$ cat src/rtl/video_pkg.sv
package video_pkg;

    // Channel widths on each side of the colour expansion
    localparam int GAME_W   = 3;
    localparam int VGA_W    = 6;
    localparam int CREDIT_W = 3;

    typedef logic [GAME_W-1:0]   game_colour_t;
    typedef logic [VGA_W-1:0]    vga_colour_t;
    typedef logic [CREDIT_W-1:0] credit_t;

    // FIFO entry layout, MSB first: sol, red, green, blue
    typedef logic [3*VGA_W:0] vga_word_t;

    // Slots granted by the scan-out sink after reset
    localparam credit_t INIT_CREDITS = credit_t'(4);

    localparam int FIFO_DEPTH = 16;

    // Difficulty codes as the game CPU reads them. The OSD menu lists
    // Normal first, so menu order and game order differ
    localparam logic [1:0] LEVEL_NORMAL = 2'b01;
    localparam logic [1:0] LEVEL_EASY   = 2'b00;
    localparam logic [1:0] LEVEL_HARD   = 2'b10;
    localparam logic [1:0] LEVEL_VHARD  = 2'b11;

endpackage
$ cat src/rtl/pixel_if.sv
interface pixel_if import video_pkg::*; ();

    logic         valid;    // One pixel per high cycle, no stall
    game_colour_t red;
    game_colour_t green;
    game_colour_t blue;
    logic         sol;      // First pixel of the line

    modport src (
        output valid,
        output red,
        output green,
        output blue,
        output sol
    );

    modport dst (
        input valid,
        input red,
        input green,
        input blue,
        input sol
    );

endinterface

$ cat src/rtl/popeye_video_top.sv
module popeye_video_top import video_pkg::*; (
    input  logic         clk_rgb,
    input  logic         reset,
    input  logic [31:0]  status,
    input  logic         pxl_cen,
    input  game_colour_t red,
    input  game_colour_t green,
    input  game_colour_t blue,
    input  logic         hb,
    input  logic         vb,
    input  logic         vga_credit,
    output logic [1:0]   dip_level,
    output logic [1:0]   dip_lives,
    output logic         vga_valid,
    output vga_colour_t  vga_r,
    output vga_colour_t  vga_g,
    output vga_colour_t  vga_b,
    output logic         vga_sol,
    output logic         overflow
);

    pixel_if   pix_raw ();
    logic      en_mixing;
    logic      push;
    vga_word_t word;

    game_input_stage u_input (
        .clk_rgb    ( clk_rgb    ),
        .reset      ( reset      ),
        .status     ( status     ),
        .pxl_cen    ( pxl_cen    ),
        .red        ( red        ),
        .green      ( green      ),
        .blue       ( blue       ),
        .hb         ( hb         ),
        .vb         ( vb         ),
        .dip_level  ( dip_level  ),
        .dip_lives  ( dip_lives  ),
        .en_mixing  ( en_mixing  ),
        .pix        ( pix_raw    )
    );

    colour_mixer u_mixer (
        .clk_rgb    ( clk_rgb    ),
        .reset      ( reset      ),
        .en_mixing  ( en_mixing  ),
        .pix        ( pix_raw    ),
        .push       ( push       ),
        .word       ( word       )
    );

    vga_credit_tx u_tx (
        .clk_rgb    ( clk_rgb    ),
        .reset      ( reset      ),
        .push       ( push       ),
        .word       ( word       ),
        .vga_credit ( vga_credit ),
        .vga_valid  ( vga_valid  ),
        .vga_r      ( vga_r      ),
        .vga_g      ( vga_g      ),
        .vga_b      ( vga_b      ),
        .vga_sol    ( vga_sol    ),
        .overflow   ( overflow   )
    );

endmodule

$ cat src/rtl/vga_credit_tx.sv
module vga_credit_tx import video_pkg::*; (
    input  logic        clk_rgb,
    input  logic        reset,
    input  logic        push,
    input  vga_word_t   word,
    input  logic        vga_credit,
    output logic        vga_valid,
    output vga_colour_t vga_r,
    output vga_colour_t vga_g,
    output vga_colour_t vga_b,
    output logic        vga_sol,
    output logic        overflow
);

    credit_t   credits;    // Free slots at the sink
    vga_word_t rdata;
    logic      empty;
    logic      send;

    assign send = !empty && (credits != '0);

    pixel_fifo #(
        .DEPTH      ( FIFO_DEPTH )
    ) u_fifo (
        .clk_rgb    ( clk_rgb    ),
        .reset      ( reset      ),
        .push       ( push       ),
        .wdata      ( word       ),
        .pop        ( send       ),
        .rdata      ( rdata      ),
        .empty      ( empty      ),
        .overflow   ( overflow   )
    );

    always_ff @(posedge clk_rgb) begin
        if (reset) begin
            credits <= INIT_CREDITS;
        end else begin
            case ({send, vga_credit})
                2'b10:   credits <= credits - 1'b1;
                2'b01:   credits <= credits + 1'b1;
                default: credits <= credits;   // Send and return cancel out
            endcase
        end
    end

    always_ff @(posedge clk_rgb) begin
        if (reset) begin
            vga_valid <= 1'b0;
        end else begin
            vga_valid <= send;
        end
    end

    always_ff @(posedge clk_rgb) begin
        if (send) begin
            {vga_sol, vga_r, vga_g, vga_b} <= rdata;
        end
    end

    // Sink must not return more credits than it was granted
    a_credit_bound: assert property (
        @(posedge clk_rgb) disable iff (reset)
        credits <= INIT_CREDITS
    );

    // Every word on the bus was covered by a credit when popped
    a_valid_has_credit: assert property (
        @(posedge clk_rgb) disable iff (reset)
        vga_valid |-> $past(credits) != '0
    );

endmodule

$ cat src/rtl/pixel_fifo.sv
module pixel_fifo import video_pkg::*; #(
    parameter int DEPTH = FIFO_DEPTH
) (
    input  logic      clk_rgb,
    input  logic      reset,
    input  logic      push,
    input  vga_word_t wdata,
    input  logic      pop,
    output vga_word_t rdata,
    output logic      empty,
    output logic      overflow
);

    typedef logic [$clog2(DEPTH)-1:0] ptr_t;
    typedef logic [$clog2(DEPTH):0]   cnt_t;

    vga_word_t mem [DEPTH];
    ptr_t      wr_ptr;
    ptr_t      rd_ptr;
    cnt_t      count;
    logic      full;
    logic      do_write;
    logic      do_read;

    assign empty    = (count == '0);
    assign full     = (count == cnt_t'(DEPTH));
    assign do_write = push && !full;
    assign do_read  = pop && !empty;
    assign rdata    = mem[rd_ptr];     // Show-ahead read

    always_ff @(posedge clk_rgb) begin
        if (reset) begin
            wr_ptr   <= '0;
            rd_ptr   <= '0;
            count    <= '0;
            overflow <= 1'b0;
        end else begin
            if (do_write) begin
                wr_ptr <= (wr_ptr == ptr_t'(DEPTH - 1)) ? '0 : wr_ptr + 1'b1;
            end
            if (do_read) begin
                rd_ptr <= (rd_ptr == ptr_t'(DEPTH - 1)) ? '0 : rd_ptr + 1'b1;
            end
            case ({do_write, do_read})
                2'b10:   count <= count + 1'b1;
                2'b01:   count <= count - 1'b1;
                default: count <= count;
            endcase
            if (push && full) begin
                overflow <= 1'b1;  // Game can't stall, so the word is lost
            end
        end
    end

    always_ff @(posedge clk_rgb) begin
        if (do_write) begin
            mem[wr_ptr] <= wdata;
        end
    end

    // Reader must check empty before popping
    a_no_pop_empty: assert property (
        @(posedge clk_rgb) disable iff (reset)
        pop |-> !empty
    );

endmodule

$ cat src/rtl/colour_mixer.sv
module colour_mixer import video_pkg::*; (
    input  logic      clk_rgb,
    input  logic      reset,
    input  logic      en_mixing,
    pixel_if.dst      pix,
    output logic      push,
    output vga_word_t word
);

    // Previous pixel of the current line
    game_colour_t prev_r;
    game_colour_t prev_g;
    game_colour_t prev_b;

    // Neighbour used for averaging
    game_colour_t ref_r;
    game_colour_t ref_g;
    game_colour_t ref_b;

    // Average of two 3-bit values kept as a 4-bit sum, then
    // stretched to 6 bits by repeating its top bits
    function automatic vga_colour_t expand_channel(
        input game_colour_t cur,
        input game_colour_t prev,
        input logic         avg
    );
        logic [GAME_W:0] sum;
        sum = {1'b0, cur} + {1'b0, prev};
        if (avg) begin
            return {sum, sum[GAME_W:GAME_W-1]};
        end
        return {cur, cur};
    endfunction

    // A new line never mixes with the tail of the last one
    assign ref_r = pix.sol ? pix.red   : prev_r;
    assign ref_g = pix.sol ? pix.green : prev_g;
    assign ref_b = pix.sol ? pix.blue  : prev_b;

    always_ff @(posedge clk_rgb) begin
        if (reset) begin
            push <= 1'b0;
        end else begin
            push <= pix.valid;
        end
    end

    always_ff @(posedge clk_rgb) begin
        if (pix.valid) begin
            word <= {
                pix.sol,
                expand_channel(pix.red,   ref_r, en_mixing),
                expand_channel(pix.green, ref_g, en_mixing),
                expand_channel(pix.blue,  ref_b, en_mixing)
            };
            prev_r <= pix.red;
            prev_g <= pix.green;
            prev_b <= pix.blue;
        end
    end

endmodule

$ cat src/rtl/game_input_stage.sv
module game_input_stage import video_pkg::*; (
    input  logic         clk_rgb,
    input  logic         reset,
    input  logic [31:0]  status,
    input  logic         pxl_cen,
    input  game_colour_t red,
    input  game_colour_t green,
    input  game_colour_t blue,
    input  logic         hb,
    input  logic         vb,
    output logic [1:0]   dip_level,
    output logic [1:0]   dip_lives,
    output logic         en_mixing,
    pixel_if.src         pix
);

    logic capture;
    logic line_pending;     // Next captured pixel opens a line

    assign capture = pxl_cen && !hb && !vb;

    // OSD status decode
    always_ff @(posedge clk_rgb) begin
        if (reset) begin
            dip_level <= LEVEL_NORMAL;
            dip_lives <= 2'b00;
            en_mixing <= 1'b1;
        end else begin
            case (status[3:2])
                2'b00: dip_level <= LEVEL_NORMAL;
                2'b01: dip_level <= LEVEL_EASY;
                2'b10: dip_level <= LEVEL_HARD;
                2'b11: dip_level <= LEVEL_VHARD;
            endcase
            dip_lives <= status[6:5];
            en_mixing <= ~status[9];    // Menu bit set means filter off
        end
    end

    // Line tracking; the first line after reset counts as a new line
    always_ff @(posedge clk_rgb) begin
        if (reset) begin
            line_pending <= 1'b1;
        end else if (hb) begin
            line_pending <= 1'b1;
        end else if (capture) begin
            line_pending <= 1'b0;
        end
    end

    always_ff @(posedge clk_rgb) begin
        if (reset) begin
            pix.valid <= 1'b0;
        end else begin
            pix.valid <= capture;
        end
    end

    // Pixel payload
    always_ff @(posedge clk_rgb) begin
        if (capture) begin
            pix.red   <= red;
            pix.green <= green;
            pix.blue  <= blue;
            pix.sol   <= line_pending;
        end
    end

endmodule

$ cat config.mk
export PLATFORM = sky130hd
export DESIGN_NAME = popeye_video_top
export DESIGN_NICKNAME = d
export VERILOG_FILES = /design/src/rtl/video_pkg.sv /design/src/rtl/pixel_if.sv /design/src/rtl/popeye_video_top.sv /design/src/rtl/vga_credit_tx.sv /design/src/rtl/pixel_fifo.sv /design/src/rtl/colour_mixer.sv /design/src/rtl/game_input_stage.sv
export SDC_FILE = /design/constraint.sdc
export NUM_CORES = 1
export LEC_CHECK = 0
export BUFFER_PORTS_ARGS = -buffer_cell sky130_fd_sc_hd__buf_4
export CAP_MARGIN = 5
export CELL_PAD_IN_SITES_DETAIL_PLACEMENT = 0
export CELL_PAD_IN_SITES_GLOBAL_PLACEMENT = 1
export CORE_MARGIN = 5
export CORE_UTILIZATION = 48
export CTS_CLUSTER_SIZE = 24
export DETAILED_ROUTE_END_ITERATION = 10
export HOLD_SLACK_MARGIN = 0.05
export PLACE_DENSITY = 0.74
export SYNTH_ARGS = -nofsm -noshare
export SYNTH_HDL_FRONTEND = slang
export SYNTH_SLANG_ARGS = --single-unit
$ cat constraint.sdc
create_clock -name clk_rgb -period 2.7 [get_ports clk_rgb]
set_clock_uncertainty 0.2 [all_clocks]
set_input_delay 0.54 -clock clk_rgb [delete_from_list [all_inputs] [get_ports clk_rgb]]
set_output_delay 0.54 -clock clk_rgb [all_outputs]
set_load 0.02 [all_outputs]
==> flow_summary.toml <==
[worst_setup_path]
rr_worst_depth = 9
cp-start-kind = "flip-flop"
critical_path_class = "flip-flop to flip-flop"
crit_fanout = 3
cp.required_ns = 2.89
reg2reg_slack_ns = -0.02
endpoint_kind = "flip-flop"
worstReg2RegStart = "u_tx.u_fifo.count[2]"
timing.rr.end = "u_tx.credits[2]"
crit_arrival_ns = 2.91

[die]
dieArea_mm2 = 0.0347
dieHeight_um = 186
pin_count = 72
die_x_um = 186
core_area_mm2 = 0.0307
initial_utilization = 0.486
rows = 64

[synth]
netlist_instances = 759
synth_top_area_cell = "edfxtp_1"
synth_warnings = 0
ys_seq_area_frac = 0.761
synth_edf_count = 361
yosysUniqueCellTypes = 40
async_flop_share = 0
syn_nets = 832
syn-cell-area_mm2 = 0.0149
ys_ff_latch = 387
synth_area_per_cell_um2 = 19.7
synth.top_cell.area_share = 0.727
synth_flop_cell = "edfxtp_1"
synth_area_leaders = "edfxtp_1 (73%), mux4_2 (11%), dfxtp_1 (3.5%), a22oi_1 (1.9%), ha_1 (1.8%)"

[min_path]
hold_end = "u_input.dip_level[0]"
holdPathStages = 3
hold_start = "status[3]"
hold_class = "input port to flip-flop"

[route]
wl_mm = 29.7
drt_iter0_markers = 763
via_per_inst = 5.65
wl_per_cell_um = 22.9
remaining_drc_errors = 0
postRouteAntennaNets = 0
dr.pass1.iters = 5
vias = 7345

[sta]
finalHoldViolations = 0
timing.slew.headroom = 0.400
tightestPinTransition_ns = 0.900
grt_setup_unrepaired = "yes"
setup_ws_ns = -0.0202
setup_viol = 1
fin_crit_sh = 1.01
tns_ns = -0.0202
fmax_mhz = 368
drv_slew = 0
period_minus_slack_ns = 2.72

[final_layout]
fill_cells = 2222
final-seq-area_mm2 = 0.0114
layout-drive-gt1-share = 0.299
fin_nets = 946
insertedDiodeCount = 0
multi_input_area_mm2 = 0.00351
utilization = 0.573
syn_to_final_growth_pct = 17.7

[clocking]
htree_levels = 2
clk_latency_ns = 0.51
cts-buffers-inserted = 40
cts_tree = "done"
root_buffer = "clkbuf_16"
clk_pin_slew_worst_paths_ns = 0.06
clk_path_buf_depth = 3
clock-sinks = 387

[grt]
grt_pass1_vias = 7623
grt.total_usage = 0.170
grt_remaining_overflow = 0
grt_pass1_wl_mm = 45.7
antenna_found_initial = 0
grt_max_degree = 40

[placement]
io_buffer_count = 44
hpwlAfterDp_mm = 17.5
gp_congestion = 0.784

[power]
p_per_area_mw_per_mm2 = 900
power.leakage_nw = 5.87
vdd_drop_max_mv = 0.426

[outcome]
status = "finished with violations"
violations = "setup timing"

[run]
drv_cap = 0
worst max path at each step:
stage,startpoint,endpoint,slack [ns],depth (start not counted)
global placement,u_tx.u_fifo.count[0],u_tx.u_fifo.count[4],-0.07,11
CTS,u_tx.u_fifo.count[2],u_tx.u_fifo.count[4],-0.005,9
global route,u_tx.u_fifo.count[2],u_tx.u_fifo.count[4],-0.12,9
detailed placement,u_tx.u_fifo.count[3],u_tx.u_fifo.count[4],-0.07,9
finish,u_tx.u_fifo.count[2],u_tx.credits[2],-0.02,9
floorplan,u_tx.u_fifo.count[3],u_tx.u_fifo.count[4],-0.12,9
power breakdown:
part | internal, mW | switching (mW) | leakage [nW]
clock | 3.01 | 2.12 | 0.597
sequential | 6.87 | 0.258 | 3.48
combinational | 1.84 | 1.70 | 1.79
total | 11.7 | 4.08 | 5.87
cell families (layout without fill, tap and decap cells):
family,count (synthesis),after routing,synth area share
flops,387,387,0.761
buf+inv,54,198,0.0145
xor+xnor,9,9,0.00528
compound gates,68,68,0.0333
fa+ha+maj,26,26,0.0243
mux,90,90,0.125
simple gates,125,125,0.0365
synth_stat cells, drive strengths merged, types with 2 or more instances:
cell type,number
mux2i,7
a21oi,10
fa,5
clkbuf,21
nor2,36
nor2b,8
xnor2,3
a31oi,2
nor3,6
nand2,60
o211ai,2
a21o,2
mux2,7
nand2b,5
mux4,76
buf,13
or3,2
inv,20
edfxtp,361
xor2,6
a311oi,2
dfxtp,26
a22oi,38
nor4,2
o21ai,8
ha,21
a41oi,2
area by class of cell:
type / instances / area share
well taps: 396 / 0.0282
repair buffers: 106 / 0.0502
flip-flops and latches: 387 / 0.647
multi-input cells: 318 / 0.200
inverters: 20 / 0.00456
clock buffers: 48 / 0.0587
clock inverters: 24 / 0.0115
worst max-delay path, stage by stage, from the launching register on:
cell     delay [ns]
dfxtp_2        0.33
or4_4          0.55
o21ai_4        0.23
buf_6          0.14
ha_4           0.13
inv_2          0.03
fa_2           0.33
xor2_1         0.18
o21ai_1        0.11
or3b_4         0.37
metrics by stage:
step                std cells  total power, mW  instance area, um2  hold WS, ns  setup WS, ns
floorplan                 759             9.50               15000        0.210        -0.122
detailed placement       1211             10.6               16100        0.236       -0.0725
CTS                      1298             15.9               17500        0.115      -0.00512
global placement         1211             10.5               16100        0.221       -0.0676
global route             1299             16.6               17600        0.124        -0.117
finish                   1299             15.8               17600        0.131       -0.0202
metal layers:
layer  vias up  part of all wire  wire length, um  global-route usage
li1       3261                 -                -                   -
met1      3803              0.41            12100               0.230
met2       240              0.51            15300               0.291
met3        41             0.063             1860              0.0316
met4         0             0.017              493              0.0401
met5         -                 0                0                   0
repair_timing:
item	4_1_cts	5_1_grt
endpoints found under the setup margin	3	3
hold buffers	13	0
hold endpoints to repair	14	0
gates resized for setup	8	4
setup buffers	2	1
pin swaps	6	4
cells in the final DEF, fill, tap and decap left out, types with 3 or more instances in the layout:
cell           count
nand2_1           60
nand2b_1           4
mux2_2             6
bufinv_16          3
mux4_2            76
dlygate4sd3_1     13
clkinv_2           6
ha_1              17
clkinv_1          11
xor2_1             6
nor2_1            24
xnor2_1            3
clkbuf_16         40
nor3_4             4
o21ai_0            6
a22oi_1           38
dfxtp_2            3
inv_1             17
nor2_2            12
buf_4             88
a21oi_1            8
edfxtp_1         361
buf_12             4
dfxtp_1           22
clkbuf_1           8
mux2i_1            7
fa_1               3
ha_4               4
nor2b_1            8
registers in the layout, indices dropped and copies added (netlist names), 4 cells and up:
signal              count
u_tx.u_fifo.count       5
u_tx.u_fifo.rd_ptr      4
u_tx.vga_g              6
u_tx.vga_r              6
u_tx.u_fifo.wr_ptr      4
u_mixer.word           19
u_tx.vga_b              6
u_tx.u_fifo.mem       304
No activity file was read; power rests on OpenSTA's default activity.
